==> src/hdl/eeprom_pkg.sv <==
package eeprom_pkg;

    localparam int ADDR_W = 11;
    localparam int DATA_W = 8;

    typedef logic [ADDR_W-1:0] mem_addr_t;   // block in 10:8, word in 7:0
    typedef logic [DATA_W-1:0] mem_data_t;
    typedef logic [2:0]        block_t;
    typedef logic [7:0]        ctrl_byte_t;

    localparam logic [3:0] DEV_CODE = 4'b1010;

    // device code, block select, r/w bit
    function automatic ctrl_byte_t ctrl_byte(input mem_addr_t addr, input logic rnw);
        block_t blk;
        blk = addr[ADDR_W-1:8];
        return {DEV_CODE, blk, rnw};
    endfunction

    function automatic mem_data_t word_addr(input mem_addr_t addr);
        return addr[7:0];
    endfunction

endpackage

==> src/hdl/i2c_pkg.sv <==
package i2c_pkg;

    typedef enum logic [1:0] {
        SEG_START,
        SEG_STOP,
        SEG_TX,     // 8 bits out, slave ack slot
        SEG_RX      // 8 bits in, master nack slot
    } seg_kind_t;

    // quarters of one bit time
    typedef enum logic [1:0] {
        PH_LOW_A,   // data changes at its end
        PH_LOW_B,
        PH_HIGH_A,  // data sampled at its end
        PH_HIGH_B
    } phase_t;

    typedef logic [3:0] bit_cnt_t;

    localparam bit_cnt_t LAST_DATA_BIT = 4'd7;
    localparam bit_cnt_t ACK_BIT       = 4'd8;

    function automatic logic scl_level(input phase_t ph);
        return (ph == PH_HIGH_A) || (ph == PH_HIGH_B);
    endfunction

endpackage

==> src/hdl/scl_timer.sv <==
`timescale 1ns/1ps

module scl_timer #(
    parameter int QTR_CYCLES = 2
) (
    input  logic               CLK,
    input  logic               RESET,
    input  logic               seg_go,
    input  i2c_pkg::seg_kind_t seg_kind,
    output logic               scl,
    output i2c_pkg::phase_t    phase,
    output i2c_pkg::bit_cnt_t  bit_idx,
    output logic               qtick,
    output logic               seg_done
);

    localparam int PW = (QTR_CYCLES > 1) ? $clog2(QTR_CYCLES) : 1;
    localparam logic [PW-1:0] PRESC_LAST = PW'(QTR_CYCLES - 1);

    logic              active;
    logic [PW-1:0]     presc;
    i2c_pkg::bit_cnt_t last_bit;    // 0 for start/stop, 8 for a byte
    i2c_pkg::phase_t   phase_nxt;

    assign qtick     = active && (presc == PRESC_LAST);
    assign seg_done  = qtick && (phase == i2c_pkg::PH_HIGH_B) && (bit_idx == last_bit);
    assign phase_nxt = i2c_pkg::phase_t'(phase + 2'd1);

    always_ff @(posedge CLK)
    begin
        if (RESET)
        begin
            active   <= 1'b0;
            presc    <= '0;
            phase    <= i2c_pkg::PH_HIGH_B;   // idle bus sits in a high phase
            bit_idx  <= '0;
            last_bit <= '0;
            scl      <= 1'b1;
        end
        else if (seg_go)
        begin
            active   <= 1'b1;
            presc    <= '0;
            phase    <= i2c_pkg::PH_LOW_A;
            bit_idx  <= '0;
            scl      <= i2c_pkg::scl_level(i2c_pkg::PH_LOW_A);
            if ((seg_kind == i2c_pkg::SEG_TX) || (seg_kind == i2c_pkg::SEG_RX))
                last_bit <= i2c_pkg::ACK_BIT;
            else
                last_bit <= '0;
        end
        else if (active)
        begin
            if (!qtick)
                presc <= presc + 1'b1;
            else
            begin
                presc <= '0;
                if (seg_done)
                    active <= 1'b0;   // scl and phase hold until next seg_go
                else
                begin
                    phase <= phase_nxt;
                    scl   <= i2c_pkg::scl_level(phase_nxt);
                    if (phase == i2c_pkg::PH_HIGH_B)
                        bit_idx <= bit_idx + 4'd1;
                end
            end
        end
    end

    // a new segment only starts on an idle timer
    assert property (@(posedge CLK) disable iff (RESET)
        seg_go |-> !active);

endmodule

==> src/hdl/sda_shifter.sv <==
`timescale 1ns/1ps

module sda_shifter (
    input  logic                  CLK,
    input  logic                  RESET,
    input  logic                  seg_go,
    input  i2c_pkg::seg_kind_t    seg_kind,
    input  eeprom_pkg::mem_data_t tx_byte,
    input  i2c_pkg::phase_t       phase,
    input  i2c_pkg::bit_cnt_t     bit_idx,
    input  logic                  qtick,
    input  logic                  sda_in,
    output logic                  sda_low,
    output eeprom_pkg::mem_data_t rx_byte,
    output logic                  ack_seen
);

    i2c_pkg::seg_kind_t    kind_q;
    eeprom_pkg::mem_data_t shreg;
    logic                  lo_ev;
    logic                  hi_ev;

    // end of the first low quarter and of the first high quarter
    assign lo_ev = qtick && (phase == i2c_pkg::PH_LOW_A);
    assign hi_ev = qtick && (phase == i2c_pkg::PH_HIGH_A);

    always_ff @(posedge CLK)
    begin
        if (RESET)
        begin
            kind_q   <= i2c_pkg::SEG_STOP;
            sda_low  <= 1'b0;
            ack_seen <= 1'b0;
        end
        else if (seg_go)
        begin
            kind_q   <= seg_kind;
            ack_seen <= 1'b0;
        end
        else
        begin
            case (kind_q)
                i2c_pkg::SEG_START:
                begin
                    if (lo_ev)
                        sda_low <= 1'b0;    // line up high before scl rises
                    else if (hi_ev)
                        sda_low <= 1'b1;    // falling sda with scl high
                end
                i2c_pkg::SEG_STOP:
                begin
                    if (lo_ev)
                        sda_low <= 1'b1;
                    else if (hi_ev)
                        sda_low <= 1'b0;    // rising sda with scl high
                end
                i2c_pkg::SEG_TX:
                begin
                    if (lo_ev)
                    begin
                        if (bit_idx == i2c_pkg::ACK_BIT)
                            sda_low <= 1'b0;  // let the slave answer
                        else
                            sda_low <= !shreg[7];
                    end
                    if (hi_ev && (bit_idx == i2c_pkg::ACK_BIT))
                        ack_seen <= !sda_in;
                end
                i2c_pkg::SEG_RX:
                begin
                    if (lo_ev)
                        sda_low <= 1'b0;    // slot 8 stays released, nack
                end
                default:
                begin
                    sda_low <= 1'b0;
                end
            endcase
        end
    end

    always_ff @(posedge CLK)
    begin
        if (seg_go)
            shreg <= tx_byte;
        else if (lo_ev && (kind_q == i2c_pkg::SEG_TX))
            shreg <= {shreg[6:0], 1'b0};    // msb first
        if (hi_ev && (kind_q == i2c_pkg::SEG_RX) && (bit_idx <= i2c_pkg::LAST_DATA_BIT))
            rx_byte <= {rx_byte[6:0], sda_in};
    end

    // data bits only move while scl is low
    assert property (@(posedge CLK) disable iff (RESET)
        ($changed(sda_low) && ((kind_q == i2c_pkg::SEG_TX) || (kind_q == i2c_pkg::SEG_RX)))
        |-> ((phase == i2c_pkg::PH_LOW_A) || (phase == i2c_pkg::PH_LOW_B)));

endmodule

==> src/hdl/eeprom_seq_fsm.sv <==
`timescale 1ns/1ps

module eeprom_seq_fsm (
    input  logic                  CLK,
    input  logic                  RESET,
    input  logic                  wr,
    input  logic                  rd,
    input  eeprom_pkg::mem_addr_t addr,
    input  eeprom_pkg::mem_data_t wdata,
    input  logic                  seg_done,
    input  eeprom_pkg::mem_data_t rx_byte,
    input  logic                  ack_seen,
    output logic                  seg_go,
    output i2c_pkg::seg_kind_t    seg_kind,
    output eeprom_pkg::mem_data_t tx_byte,
    output logic                  busy,
    output logic                  done,
    output logic                  nack,
    output eeprom_pkg::mem_data_t rdata
);

    typedef enum logic [3:0] {
        IDLE,
        START,
        CTRL_W,
        ADDR,
        WDATA,
        RESTART,
        CTRL_R,
        RDATA,
        STOP,
        FINISH
    } state_t;

    state_t                state;
    state_t                nxt;
    logic                  accept;
    logic                  tx_state;
    logic                  ack_fail;
    logic                  launch;
    logic                  stop_end;
    logic                  is_rd;
    eeprom_pkg::mem_addr_t addr_q;
    eeprom_pkg::mem_data_t wdata_q;
    i2c_pkg::seg_kind_t    launch_kind;
    eeprom_pkg::mem_data_t launch_byte;

    assign accept   = (wr || rd) && !busy;
    assign tx_state = (state == CTRL_W) || (state == ADDR) || (state == WDATA)
                      || (state == CTRL_R);
    assign ack_fail = seg_done && tx_state && !ack_seen;
    assign stop_end = (state == STOP) && seg_done;
    // every state entered from another one, except idle and finish, runs a segment
    assign launch   = (nxt != state) && (nxt != IDLE) && (nxt != FINISH);

    always_comb
    begin
        nxt = state;
        case (state)
            IDLE, FINISH:
                nxt = accept ? START : IDLE;
            START:
                if (seg_done)
                    nxt = CTRL_W;
            CTRL_W:
                if (seg_done)
                    nxt = ack_fail ? STOP : ADDR;
            ADDR:
            begin
                if (ack_fail)
                    nxt = STOP;
                else if (seg_done)
                    nxt = is_rd ? RESTART : WDATA;
            end
            WDATA:
                if (seg_done)
                    nxt = STOP;
            RESTART:
                if (seg_done)
                    nxt = CTRL_R;
            CTRL_R:
                if (seg_done)
                    nxt = ack_fail ? STOP : RDATA;
            RDATA:
                if (seg_done)
                    nxt = STOP;
            STOP:
                if (seg_done)
                    nxt = FINISH;
            default:
                nxt = IDLE;
        endcase
    end

    // segment and byte for the state being entered
    always_comb
    begin
        launch_kind = i2c_pkg::SEG_TX;
        launch_byte = eeprom_pkg::word_addr(addr_q);
        case (nxt)
            START, RESTART:
                launch_kind = i2c_pkg::SEG_START;
            STOP:
                launch_kind = i2c_pkg::SEG_STOP;
            RDATA:
                launch_kind = i2c_pkg::SEG_RX;
            CTRL_W:
                launch_byte = eeprom_pkg::ctrl_byte(addr_q, 1'b0);
            CTRL_R:
                launch_byte = eeprom_pkg::ctrl_byte(addr_q, 1'b1);
            WDATA:
                launch_byte = wdata_q;
            default:
                launch_kind = i2c_pkg::SEG_TX;
        endcase
    end

    always_ff @(posedge CLK)
    begin
        if (RESET)
        begin
            state    <= IDLE;
            seg_go   <= 1'b0;
            seg_kind <= i2c_pkg::SEG_STOP;
            busy     <= 1'b0;
            done     <= 1'b0;
            nack     <= 1'b0;
            is_rd    <= 1'b0;
            rdata    <= '0;
        end
        else
        begin
            state  <= nxt;
            seg_go <= launch;
            done   <= stop_end;
            if (launch)
                seg_kind <= launch_kind;
            if (accept)
            begin
                busy  <= 1'b1;
                nack  <= 1'b0;
                is_rd <= !wr;   // write wins a tie
            end
            else if (stop_end)
                busy <= 1'b0;
            if (ack_fail)
                nack <= 1'b1;
            if (stop_end && is_rd && !nack)
                rdata <= rx_byte;
        end
    end

    always_ff @(posedge CLK)
    begin
        if (accept)
        begin
            addr_q  <= addr;
            wdata_q <= wdata;
        end
        if (launch)
            tx_byte <= launch_byte;
    end

    // the timer only finishes segments launched from a busy state
    assert property (@(posedge CLK) disable iff (RESET)
        seg_done |-> ((state != IDLE) && (state != FINISH)));

endmodule

==> src/hdl/eeprom_ctrl_top.sv <==
`timescale 1ns/1ps

module eeprom_ctrl_top #(
    parameter int QTR_CYCLES = 2
) (
    input  logic                  CLK,
    input  logic                  RESET,
    input  logic                  wr,
    input  logic                  rd,
    input  eeprom_pkg::mem_addr_t addr,
    input  eeprom_pkg::mem_data_t wdata,
    output eeprom_pkg::mem_data_t rdata,
    output logic                  busy,
    output logic                  done,
    output logic                  nack,
    output logic                  scl,
    output logic                  sda_low,
    input  logic                  sda_in
);

    logic                  seg_go;
    logic                  seg_done;
    logic                  qtick;
    logic                  ack_seen;
    i2c_pkg::seg_kind_t    seg_kind;
    i2c_pkg::phase_t       phase;
    i2c_pkg::bit_cnt_t     bit_idx;
    eeprom_pkg::mem_data_t tx_byte;
    eeprom_pkg::mem_data_t rx_byte;

    eeprom_seq_fsm i_eeprom_seq_fsm (
        .CLK      (CLK),
        .RESET    (RESET),
        .wr       (wr),
        .rd       (rd),
        .addr     (addr),
        .wdata    (wdata),
        .seg_done (seg_done),
        .rx_byte  (rx_byte),
        .ack_seen (ack_seen),
        .seg_go   (seg_go),
        .seg_kind (seg_kind),
        .tx_byte  (tx_byte),
        .busy     (busy),
        .done     (done),
        .nack     (nack),
        .rdata    (rdata)
    );

    scl_timer #(
        .QTR_CYCLES (QTR_CYCLES)
    ) i_scl_timer (
        .CLK      (CLK),
        .RESET    (RESET),
        .seg_go   (seg_go),
        .seg_kind (seg_kind),
        .scl      (scl),
        .phase    (phase),
        .bit_idx  (bit_idx),
        .qtick    (qtick),
        .seg_done (seg_done)
    );

    sda_shifter i_sda_shifter (
        .CLK      (CLK),
        .RESET    (RESET),
        .seg_go   (seg_go),
        .seg_kind (seg_kind),
        .tx_byte  (tx_byte),
        .phase    (phase),
        .bit_idx  (bit_idx),
        .qtick    (qtick),
        .sda_in   (sda_in),
        .sda_low  (sda_low),
        .rx_byte  (rx_byte),
        .ack_seen (ack_seen)
    );

endmodule

==> config.mk <==
export PLATFORM = sky130hd
export DESIGN_NAME = eeprom_ctrl_top
export DESIGN_NICKNAME = d
export VERILOG_FILES = /design/src/hdl/eeprom_pkg.sv /design/src/hdl/i2c_pkg.sv /design/src/hdl/scl_timer.sv /design/src/hdl/sda_shifter.sv /design/src/hdl/eeprom_seq_fsm.sv /design/src/hdl/eeprom_ctrl_top.sv
export SDC_FILE = /design/constraint.sdc
export NUM_CORES = 1
export LEC_CHECK = 0
export ABC_AREA = 1
export ABC_CLOCK_PERIOD_IN_PS = 2900
export BUFFER_PORTS_ARGS = -buffer_cell sky130_fd_sc_hd__buf_2
export CELL_PAD_IN_SITES_DETAIL_PLACEMENT = 0
export CELL_PAD_IN_SITES_GLOBAL_PLACEMENT = 1
export CORE_ASPECT_RATIO = 1.1
export CORE_MARGIN = 3
export CORE_UTILIZATION = 40
export CTS_CLUSTER_DIAMETER = 120
export DETAILED_ROUTE_END_ITERATION = 12
export PLACE_DENSITY = 0.78
export REMOVE_ABC_BUFFERS = 1
export SYNTH_ARGS = -nofsm -noshare
export SYNTH_HDL_FRONTEND = slang
export SYNTH_SLANG_ARGS = --single-unit
export TNS_END_PERCENT = 5
==> constraint.sdc <==
create_clock -name CLK -period 2.9 [get_ports CLK]
set_input_delay 0.145 -clock CLK [delete_from_list [all_inputs] [get_ports CLK]]
set_output_delay 0.145 -clock CLK [all_outputs]
set_load 0.01 [all_outputs]
-- Yosys cells after proc, flatten, opt, wreduce, memory -nomap -nowiden
Cells that the tools add are included.
- register bits after elaboration: 79
- logic and storage cells: 151
- $add $sub $neg: 3
- $lt $le $gt $ge: 1
- multiplexer cells: 43
- bitwise operators: 2
- reduce and logical (&&, ||, !) cells: 46
- equal/unequal tests: 34
- operators with widths (kind ; number):
    two-way mux 4 bit ; 11
    == test 4 x 3 -> 1 bit (second input constant) ; 8
    one-hot mux 4 bit (8 select lines) ; 1
    one-hot mux 8 bit (3 select lines) ; 1
    two-way mux 1 bit ; 22
    logical AND 1 bit ; 17
    == test 2 bit (second input constant) ; 8
    == test 4 bit (second input constant) ; 4
    two-way mux 8 bit ; 2
    == test 4 x 2 -> 1 bit (second input constant) ; 3
    nonzero test 2 bit ; 5
    == test 4 x 1 -> 1 bit (second input constant) ; 2
    two-way mux 2 bit ; 4
    OR reduction 2 bit ; 4
    zero test 1 bit ; 6
    logical OR 1 bit ; 6
    inequality test 3 x 1 -> 1 bit (second input constant) ; 2
    one-hot mux 2 bit (3 select lines) ; 1
    AND reduction 5 bit ; 1
    adder 4 x 1 -> 4 bit (second input constant) ; 1
    == test 4 bit ; 1
    <= comparator 4 x 3 -> 1 bit (second input constant) ; 1
    zero test 2 bit ; 2
    zero test 4 bit ; 1
    other kinds (13) ; 15

-- Depth between registers and ports, before layout
Gate-level depths: netlist (run 1).
- depth after elaboration: 12
- mapped depth: 18

-- By module
A second synthesis (run 1) with hierarchy kept.
- cells, all modules: 380
- area total of the unflattened synthesis: 3392.0 um^2
- modules (own cells, without submodules) (module ; times used ; cells an instance ; area each (um^2) ; seq. area each (um^2)):
    eeprom_seq_fsm ; 1 ; 228 ; 2073.2 ; 1191.1
    sda_shifter ; 1 ; 88 ; 847.1 ; 560.5
    scl_timer ; 1 ; 64 ; 471.7 ; 180.2

-- Worst setup path after synthesis (run 1)
Ideal clock, no wire load.
- path type: reg-to-reg
- start: reg i_eeprom_seq_fsm.busy
- end: reg i_eeprom_seq_fsm.tx_byte[0], enable pin
- arrival time: 2212 ps
- path buffers: 0
- stages on the path, launching flop included: 12
- library setup time: 324 ps
- slack: 364 ps
- path through: dfxtp_1 nor2_1 nand2_1 nand2_2 nor2_4 nand2_4 inv_4 nand2_8 nor2_4 nor2_4 nand2_4 inv_1
- cells in the longest elaborated chain, start to end: 7
- ends and longest elaborated chain (element ; line ; text):
    start, declared ; eeprom_seq_fsm.sv:16 ; output logic busy,
    start signal, assigned ; eeprom_seq_fsm.sv:125 ; busy <= 1'b0;
    start signal, assigned ; eeprom_seq_fsm.sv:140 ; busy <= 1'b1;
    start signal, assigned ; eeprom_seq_fsm.sv:145 ; busy <= 1'b0;
    zero test 1 bit * ; eeprom_seq_fsm.sv:48 ; assign accept = (wr || rd) && !busy;
    logical AND 1 bit * ; eeprom_seq_fsm.sv:48 ;
    named net i_eeprom_seq_fsm.accept ; eeprom_seq_fsm.sv:37 ; logic accept;
    two-way mux 1 bit * ; eeprom_seq_fsm.sv:61 ; nxt = accept ? START : IDLE;
    one-hot mux 4 bit (8 select lines) * ; eeprom_seq_fsm.sv:59 ; case (state)
    inequality test 4 bit or nonzero test 4 bit (tied branches) ; eeprom_seq_fsm.sv:54 ; assign launch = (nxt != state) && (nxt != IDLE) && (nxt != FINISH);
    logical AND 1 bit ; eeprom_seq_fsm.sv:54 ;
    logical AND 1 bit * ; eeprom_seq_fsm.sv:54 ;
    named net i_eeprom_seq_fsm.launch ; eeprom_seq_fsm.sv:40 ; logic launch;
    end signal, assigned ; eeprom_seq_fsm.sv:161 ; tx_byte <= launch_byte;
    end, declared ; eeprom_seq_fsm.sv:15 ; output eeprom_pkg::mem_data_t tx_byte,
The timed path passes the listed nets; every way through them passes the cells marked *.
A chain may end at the register's enable or synchronous reset.

-- Worst setup path in the final report (run 1)
- start: reg i_scl_timer.bit_idx[0]
- end: reg i_eeprom_seq_fsm.tx_byte[7], enable pin
- cells in the longest elaborated chain, start to end: 10
- ends and longest elaborated chain (element ; line ; text):
    start, declared ; scl_timer.sv:12 ; output i2c_pkg::bit_cnt_t bit_idx,
    start signal, assigned ; scl_timer.sv:66 ; bit_idx <= bit_idx + 4'd1;
    == test 4 bit * ; scl_timer.sv:26 ; assign seg_done = qtick && (phase == i2c_pkg::PH_HIGH_B) && (bit_idx == last_bit);
    logical AND 1 bit * ; scl_timer.sv:26 ;
    logical AND 1 bit (2 in series) ; eeprom_seq_fsm.sv:51 ; assign ack_fail = seg_done && tx_state && !ack_seen;
    two-way mux 4 bit, on equally long branches ; eeprom_seq_fsm.sv:83, eeprom_seq_fsm.sv:67 ;
    two-way mux 4 bit, on equally long branches ; eeprom_seq_fsm.sv:82, eeprom_seq_fsm.sv:66 ;
    one-hot mux 4 bit (8 select lines) * ; eeprom_seq_fsm.sv:59 ;
    inequality test 4 bit or nonzero test 4 bit (tied branches) ; eeprom_seq_fsm.sv:54 ;
    logical AND 1 bit ; eeprom_seq_fsm.sv:54 ;
    logical AND 1 bit * ; eeprom_seq_fsm.sv:54 ;
    named net i_eeprom_seq_fsm.launch ; eeprom_seq_fsm.sv:40 ;
Marks and branches as above.

==> flow_metrics.py, run 1 <==
metrics = {
    "logic_synthesis": {
        "synthTopCellsByArea": "edfxtp_1, dfxtp_1, nand2_1, inv_1, a21oi_1",
        "yosys_warnings": 0,
        "syn_area_um2": 3463,
        "synthCells": 354,
        "yosys.area.top_type": "edfxtp_1",
        "synth_seq_area_share": 0.5578,
        "ys_ff_latch": 75,
        "synth_cell_types": 36,
        "syn_area_per_cell_um2": 9.783,
        "yosys.area.top_type_share": 0.3728,
    },
    "die": {
        "die-area_um2": 9812,
        "start_util": 0.4240,
        "die-height_um": 103.6,
        "fp.dieW_um": 94.72,
        "ioPinCount": 37,
        "coreArea_um2": 8168,
        "num_rows": 34,
    },
    "outcome": {
        "status": "complete, no violations",
    },
    "global_route": {
        "grt_pass1_wl_um": 11360,
        "grt_start_max_net_pins": 24,
        "grt-ovfl-total": 0,
        "use_met1": 0.1887,
        "use_met2": 0.2353,
        "grt.busiest_layer": "met2",
        "grtUsageTotal": 0.1466,
        "grt_pass1_vias": 2455,
        "grt_antenna_before_repair": 0,
        "use_met3": 0.03626,
    },
    "drt": {
        "drt_iter0_drc": 74,
        "routed_wl_um": 6465,
        "vias": 2467,
        "drc_errors": 0,
        "vias_per_cell": 4.637,
        "ant_nets": 0,
        "wl_per_cell_um": 12.15,
        "drt_pass1_iterations": 4,
    },
    "clock_tree": {
        "clock_latency_ps": 340,
        "clk_pin_slew_ps": 80,
        "cts_resized": 0,
        "root_buffer": "clkbuf_8",
        "cts_sinks": 75,
        "clock_path_buffers": 2,
        "cts_tree": "built",
        "h-tree-depth": 3,
        "cts-buffers-inserted": 9,
        "cts_setup_buffers": 0,
    },
    "timing": {
        "worst_slew_pin_slew_ps": 1086,
        "finalSetupViolations": 0,
        "rsz0062_at_grt": "false",
        "slew_headroom": 0.2686,
        "period_share": 0.7997,
        "finalHoldViolations": 0,
        "finalMaxSlewViolations": 0,
        "fin_tns_setup_ps": 0,
        "fin_skew_ps": 9.585,
        "fin_crit_ps": 2319,
        "fmax_mhz": 431.2,
    },
    "power_and_ir_drop": {
        "ir_drop_uv": 309.3,
        "power_density_nw_per_um2": 544.4,
        "power.leakage_nw": 1.836,
    },
    "layout": {
        "layout_common_cells": "nand2_1, edfxtp_1, buf_2, dfxtp_1, inv_1",
        "final_layout_size_suffix_gt1_frac": 0.2642,
        "utilization": 0.5130,
        "final_design_area_no_fill_um2": 4190,
        "final_common_cell": "nand2_1",
        "fin_nets": 448,
        "diodes": 0,
        "syn2layout_area_growth_pct": 20.99,
    },
    "min_path": {
        "hold_path_class": "primary input to flop",
    },
    "placement": {
        "place_congestion": 0.8697,
        "port-buffer-count": 36,
        "place_hpwl_um": 4678,
        "place_area_um2": 3774,
    },
    "worst_setup_path": {
        "crit_path_max_fanout": 8,
        "crit_arrival_ps": 2340,
        "cp-end-kind": "flop",
        "required_ps": 2920,
        "worstSetupPathType": "flop to flop",
        "cp-start-kind": "flop",
    },
    "run": {
        "drv_cap": 0,
    },
}
-- per-stage QoR --
stage / worst slack (ps) / std cells / hold slack, ps / total power, mW
after floorplan: 363.5 / 348 / 214.1 / 1.396
after global placement: 648.8 / 495 / 321.3 / 1.455
after detailed placement: 554.0 / 495 / 323.1 / 1.462
after CTS: 551.8 / 532 / 216.4 / 2.308
after global routing: 349.5 / 532 / 270.1 / 2.396
final: 580.9 / 532 / 241.9 / 2.281
-- cell type report --
cell class	count	area, um^2
fill	787	3978
sequential	75	1932
multi-input combinational	230	1331
timing repair buffer	60	412.9
inverter	43	172.7
tap	108	135.1
clock buffer	9	123.9
clock inverter	7	82.58
-- worst paths after layout --
path | from | end | slack (ps) | cells after the start
setup / recovery | i_scl_timer.bit_idx[0] | i_eeprom_seq_fsm.tx_byte[7] | 580 | 16
setup reg to reg | i_scl_timer.bit_idx[0] | i_eeprom_seq_fsm.tx_byte[7] | 580 | 16
hold / removal | RESET | i_eeprom_seq_fsm.seg_go | 240 | 2
hold reg to reg | i_sda_shifter.rx_byte[5] | i_sda_shifter.rx_byte[6] | 460 | 0
-- Yosys cell counts, drive strengths merged --
cell and number:
nand2 105, nor2 44, edfxtp 43, inv 42, dfxtp 32, a21oi 23, nand3 19, o21ai 15
nor3 6, ha 5, clkbuf 4, a22o 2, buf 2, nand4 2, a311oi 1, a31oi 1
and2 1, clkinv 1, nor4 1, o2111ai 1, o22ai 1, o31ai 1, o32ai 1, xor2 1
-- where the power goes --
group	internal [mW]	switching [mW]
Sequential	1.19	0.0321
Combinational	0.0910	0.138
Clock	0.411	0.415
Total	1.70	0.585
-- registers in the layout (all words and copies together) (netlist names), 2 cells and up --
| name | flops |
|---|---|
| i_sda_shifter.shreg | 8 |
| i_scl_timer.bit_idx | 4 |
| i_eeprom_seq_fsm.wdata_q | 8 |
| i_eeprom_seq_fsm.state | 4 |
| i_scl_timer.phase | 2 |
| i_eeprom_seq_fsm.addr_q | 11 |
| i_sda_shifter.kind_q | 2 |
| i_eeprom_seq_fsm.seg_kind | 2 |
| i_eeprom_seq_fsm.tx_byte | 8 |
| i_eeprom_seq_fsm.rdata | 8 |
| i_sda_shifter.rx_byte | 8 |
-- routing by layer --
layer / vias to the layer above / part of all wire
met5: - / 0
met4: 0 / 0.012
met3: 7 / 0.037
met2: 42 / 0.50
met1: 1127 / 0.45
li1: 1291 / -
-- cell families (layout without fill, tap and decap cells) --
group / after synthesis / after routing / synth area share
buf+inv: 49 / 119 / 0.05852
fa+ha+maj: 5 / 5 / 0.01806
flops: 75 / 75 / 0.5578
xor+xnor: 1 / 1 / 0.002529
compound gates: 46 / 46 / 0.07660
simple gates: 178 / 178 / 0.2865
-- critical path, cell delays in order (launching register included) --
cell     delay (ps)
dfxtp_1         330
inv_1           100
ha_1            170
inv_1            50
nor2_2          140
nand3_4         120
nor2_8          190
nand2_4          90
nand2_2          90
nor2_4           50
nand2_4          80
inv_4            60
nand2_8          80
nor2_4           40
nor2_4          100
nand2_4          70
inv_1           230
-- what timing repair did --
| item | CTS | global route |
|---|---|---|
| endpoints found under the setup margin | 0 | 0 |
| hold buffers | 21 | 0 |
| hold endpoints to repair | 22 | 0 |
Power figures use the tool's default switching activity.
==> run 2, diff against run 1 <==
ABC_CLOCK_PERIOD_IN_PS = 2100   (was 2900)
PLACE_DENSITY = 0.81   (was 0.78)
clock period = 2.1 ns   (was 2.9 ns; I/O delays follow)
==> run 2 against run 1 <==
Design area up 8.5%. Die area unchanged. Power up 55%. Non-clock buffer count up 28. First-iteration DRC count down 4.1%. Clock power up 78%. Combinational power up 70%. Via count up 4.9%. Global-route usage up 0.89 points. Critical path type unchanged.
==> flow_metrics.py, run 2 (synthesized netlist as in run 1, its figures left out) <==
metrics = {
    "outcome": {
        "status": "complete, no violations",
    },
    "clock_tree": {
        "root_buffer": "clkbuf_8",
        "cts-buffers-inserted": 9,
        "clock_latency_ps": 340,
        "cts_tree": "built",
        "clk_pin_slew_ps": 80,
        "clock_path_buffers": 2,
        "h-tree-depth": 3,
        "cts_sinks": 75,
    },
    "drt": {
        "drc_errors": 0,
        "vias_per_cell": 4.623,
        "drt_pass1_iterations": 4,
        "drt_iter0_drc": 71,
        "vias": 2589,
        "routed_wl_um": 6996,
        "wl_per_cell_um": 12.49,
        "ant_nets": 0,
    },
    "die": {
        "num_rows": 34,
        "die-height_um": 103.6,
        "ioPinCount": 37,
        "coreArea_um2": 8168,
        "die-area_um2": 9812,
        "start_util": 0.4240,
        "fp.dieW_um": 94.72,
    },
    "timing": {
        "fin_tns_setup_ps": 0,
        "slew_headroom": 0.6312,
        "period_share": 0.9853,
        "finalMaxSlewViolations": 0,
        "fmax_mhz": 483.3,
        "rsz0062_at_grt": "true",
        "finalSetupViolations": 0,
        "fin_skew_ps": 9.533,
        "fin_crit_ps": 2069,
        "worst_slew_pin_slew_ps": 549.0,
        "finalHoldViolations": 0,
    },
    "min_path": {
        "hold_depth": 2,
        "hold_path_class": "primary input to flop",
    },
    "power_and_ir_drop": {
        "ir_drop_uv": 543.2,
        "power_mw": 3.547,
        "power_density_nw_per_um2": 780.6,
        "power.leakage_nw": 1.999,
    },
    "worst_setup_path": {
        "startpoint": "i_scl_timer.bit_idx[0]",
        "cp-start-kind": "flop",
        "reg2reg_from": "i_scl_timer.bit_idx[0]",
        "r2r_end": "i_eeprom_seq_fsm.tx_byte[5]",
        "crit_arrival_ps": 2170,
        "crit_end": "i_eeprom_seq_fsm.tx_byte[5]",
        "required_ps": 2200,
        "rr_worst_depth": 17,
        "rrSetupSlack_ps": 30,
        "crit_path_max_fanout": 7,
        "worstSetupPathType": "flop to flop",
        "cp-end-kind": "flop",
    },
    "global_route": {
        "grt_pass1_wl_um": 12060,
        "grt_antenna_before_repair": 0,
        "grt-ovfl-total": 0,
        "grt_start_max_net_pins": 24,
        "grtUsageTotal": 0.1555,
        "grt_pass1_vias": 2636,
    },
    "placement": {
        "port-buffer-count": 36,
        "place_inst": 518,
        "place_hpwl_um": 4912,
        "place_congestion": 0.9209,
    },
    "layout": {
        "syn2layout_area_growth_pct": 31.21,
        "largest_reg_flops": 11,
        "final_cells": 560,
        "utilization": 0.5564,
        "fillCellCount": 724,
        "fin_nets": 476,
        "final_layout_size_suffix_gt1_frac": 0.3407,
        "diodes": 0,
        "top_register": "i_eeprom_seq_fsm.addr_q",
        "layout_common_cells": "nand2_1, edfxtp_1, buf_2, buf_4, dfxtp_1",
        "final_common_cell": "nand2_1",
    },
    "run": {
        "drv_cap": 0,
    },
}
[run 2: how the worst min path moves through the flow]
stage                                  end     start
2_1_floorplan        i_eeprom_seq_fsm.busy     RESET
3_3_place_gp    i_eeprom_seq_fsm.addr_q[9]   addr[9]
3_5_place_dp   i_eeprom_seq_fsm.wdata_q[1]  wdata[1]
4_1_cts          i_eeprom_seq_fsm.state[3]     RESET
5_1_grt            i_eeprom_seq_fsm.seg_go     RESET
6_report         i_eeprom_seq_fsm.state[3]     RESET
[run 2: timing repair]
item / in CTS / in global routing
hold buffers: 21 / 0
resized for setup: 13 / 16
pin swaps: 9 / 17
endpoints found under the setup margin: 16 / 19
setup buffers: 4 / 2
endpoints found under the hold margin: 22 / 0
[run 2: metal layers]
layer	track usage	part of all wire	vias up
met2	0.2700	0.53	48
met3	0.04206	0.036	6
li1	-	-	1344
met5	0	0	-
met4	0.04742	0.011	0
met1	0.1846	0.42	1191
[run 2: area by class of cell]
type                            count  area [um^2]  area share
Sequential cell                    75         1938      0.4265
Timing Repair Buffer               88        630.6      0.1388
Clock inverter                      7        146.4     0.03221
Multi-Input combinational cell    230         1385      0.3048
Clock buffer                        9        123.9     0.02726
Inverter                           43        185.2     0.04075
Tap cell                          108        135.1     0.02974
[run 2: metrics by stage]
step | hold WS, ps | setup WS, ps | cell area [um^2]
after detailed placement | 283.1 | -105.1 | 3959
final | 192.4 | 30.83 | 4544
after global placement | 281.7 | -58.25 | 3959
after global routing | 215.5 | -84.72 | 4544
after CTS | 189.0 | -19.48 | 4506
after floorplan | 174.1 | -436.5 | 3433
[run 2: report_power, final]
part | switching, mW | leakage (nW) | internal [mW]
Combinational | 0.224 | 1.20 | 0.164
Sequential | 0.0339 | 0.667 | 1.65
Clock | 0.552 | 0.135 | 0.922
[run 2: worst max-delay path: stages, from the launching register on]
cell and delay [ps]:
dfxtp_2 330, inv_2 70, ha_4 140, inv_2 40, nor2_4 100, nand3_4 100, nor2_8 180, nand2_4 90
nand2_4 80, nand3_4 80, nand2_8 110, inv_4 50, nand2_4 50, inv_4 60, nor2_8 170, inv_6 60
nor2_4 80, a21oi_2 30
==> run 3, diff against run 2 <==
CORE_UTILIZATION = 35   (was 40)
PLACE_DENSITY = default   (was 0.81)
PLACE_DENSITY_LB_ADDON = 0.08   (was default)
==> run 3 against run 2 <==
The run now ends with negative setup slack left. Sequential power barely moved. Register-to-register slack got worse by 130 ps. Largest power group unchanged. First-iteration DRC count rose by 69%. Hold slack improved by 8.2 ps. Via count rose by 0.81%.
==> flow_metrics.py, run 3 (synthesized netlist as in run 1, its figures left out) <==
metrics = {
    "outcome": {
        "status": "complete, but fails checks",
        "violations": "negative setup slack",
    },
    "timing": {
        "slew_headroom": 0.6755,
        "finalMaxSlewViolations": 0,
        "layout_setup_ws_ps": -95.37,
        "fin_tns_setup_ps": -955.9,
        "finalSetupViolations": 16,
        "period_share": 1.045,
        "worst_slew_pin_slew_ps": 486.7,
        "fmax_mhz": 455.5,
        "fin_skew_ps": 6.519,
        "fin_crit_ps": 2195,
        "rsz0062_at_grt": "true",
        "finalHoldViolations": 0,
    },
    "global_route": {
        "grt_pass1_wl_um": 12140,
        "grt-ovfl-total": 0,
        "grtUsageTotal": 0.1392,
        "grt_antenna_before_repair": 0,
        "grt_start_max_net_pins": 24,
        "grt_pass1_vias": 2579,
    },
    "power_and_ir_drop": {
        "internal_power_mw": 2.510,
        "swShare": 0.2502,
        "power_density_nw_per_um2": 726.1,
        "clock_power_share": 0.382,
        "p_seq_frac": 0.503,
        "p_comb_frac": 0.115,
        "ir_drop_uv": 337.7,
        "p_sw_mw": 0.8378,
        "power.leakage_nw": 2.069,
    },
    "clock_tree": {
        "cts_sinks": 75,
        "cts_tree": "built",
        "clock_latency_ps": 350,
        "h-tree-depth": 3,
        "root_buffer": "clkbuf_8",
        "cts-buffers-inserted": 9,
        "clk_pin_slew_ps": 80,
        "clock_path_buffers": 2,
    },
    "die": {
        "coreArea_um2": 9490,
        "start_util": 0.3649,
        "ioPinCount": 37,
        "num_rows": 37,
        "die-area_um2": 11130,
        "die-height_um": 110.3,
        "fp.dieW_um": 100.8,
    },
    "worst_setup_path": {
        "critPathSlowestCell": "dfxtp_2",
        "cp_num_buf_inv": 3,
        "crit_path_max_fanout": 7,
        "crit_arrival_ps": 2300,
        "critPathMaxStageDelay_ps": 340,
        "worstSetupPathType": "flop to flop",
        "cp-start-kind": "flop",
        "crit_chain": "inv_2, ha_4, inv_2, nor2_4, nand3_4, nor2_8, nand2_4, nand2_4, nand3_4, nand2_4, nand2_8, buf_6, nor2_8, nor2_8, a22o_1",
        "rrSetupSlack_ps": -100,
        "cp_top_family": "simple AND/OR/NAND/NOR gates",
        "required_ps": 2210,
        "cp-end-kind": "flop",
    },
    "drt": {
        "vias": 2610,
        "wl_per_cell_um": 12.05,
        "routed_wl_um": 7027,
        "drt_iter0_drc": 120,
        "ant_nets": 0,
        "drt_pass1_iterations": 6,
        "drc_errors": 0,
        "vias_per_cell": 4.477,
    },
    "placement": {
        "port-buffer-count": 36,
        "place_hpwl_um": 5089,
        "place_area_um2": 4048,
        "place_congestion": 0.8603,
    },
    "layout": {
        "final_design_area_no_fill_um2": 4611,
        "multiInputGateArea_um2": 1380,
        "layout_common_cells": "nand2_1, edfxtp_1, buf_4, buf_2, dfxtp_1",
        "syn2layout_area_growth_pct": 33.13,
        "largest_reg_flops": 11,
        "final_common_cell": "nand2_1",
        "top_register": "i_eeprom_seq_fsm.addr_q",
        "seqCellArea_um2": 1934,
        "fin_nets": 490,
        "fillCellCount": 907,
        "diodes": 0,
        "final_layout_size_suffix_gt1_frac": 0.3605,
    },
    "run": {
        "drv_cap": 0,
    },
    "min_path": {
        "hold_path_class": "primary input to flop",
    },
}
run 3: area by class of cell:
cell class                      count  share of cell area
Clock buffer                        9             0.02687
Clock inverter                      7             0.02280
Inverter                           43             0.03826
Multi-Input combinational cell    230              0.2993
Sequential cell                    75              0.4195
Tap cell                          117             0.03175
Timing Repair Buffer              102              0.1615
run 3: what timing repair did:
item,CTS,global route
setup endpoints to repair,17,27
pin swaps,1,12
endpoints found under the hold margin,22,0
gates resized for setup,3,17
hold buffers,21,0
buffers inserted,0,7
run 3: per-layer routing:
layer | wire (um) | vias up | track usage
met5 | 0 | - | 0
met2 | 3412 | 41 | 0.2281
met4 | 93 | 0 | 0.05101
met1 | 3260 | 1181 | 0.1778
li1 | - | 1380 | -
met3 | 261 | 8 | 0.03461
run 3: final timing paths:
check | from | to | cells past startpoint
max | i_scl_timer.bit_idx[0] | i_eeprom_seq_fsm.tx_byte[6] | 15
min | RESET | i_eeprom_seq_fsm.seg_go | 2
max reg2reg | i_scl_timer.bit_idx[0] | i_eeprom_seq_fsm.tx_byte[6] | 15
min reg2reg | i_sda_shifter.rx_byte[6] | i_sda_shifter.rx_byte[7] | 0
run 3: power by group through the flow:
stage | Combinational (mW) | Clock [mW] | Sequential [mW]
floorplan | 0.210 | 0 | 1.72
global placement | 0.346 | 0 | 1.72
detailed placement | 0.347 | 0 | 1.72
CTS | 0.381 | 1.33 | 1.69
global route | 0.440 | 1.40 | 1.70
finish | 0.384 | 1.28 | 1.68
run 3: through the flow:
stage	total power, mW	util	instances	hold slack (ps)	setup slack [ps]
floorplan	1.928	-	348	174.1	-436.5
global placement	2.064	0.4265	539	281.6	-89.06
detailed placement	2.065	0.4265	539	283.1	-131.9
CTS	3.400	0.4740	576	199.0	-129.9
global route	3.535	0.4858	583	227.3	-204.6
finish	3.348	0.4858	583	200.6	-95.37
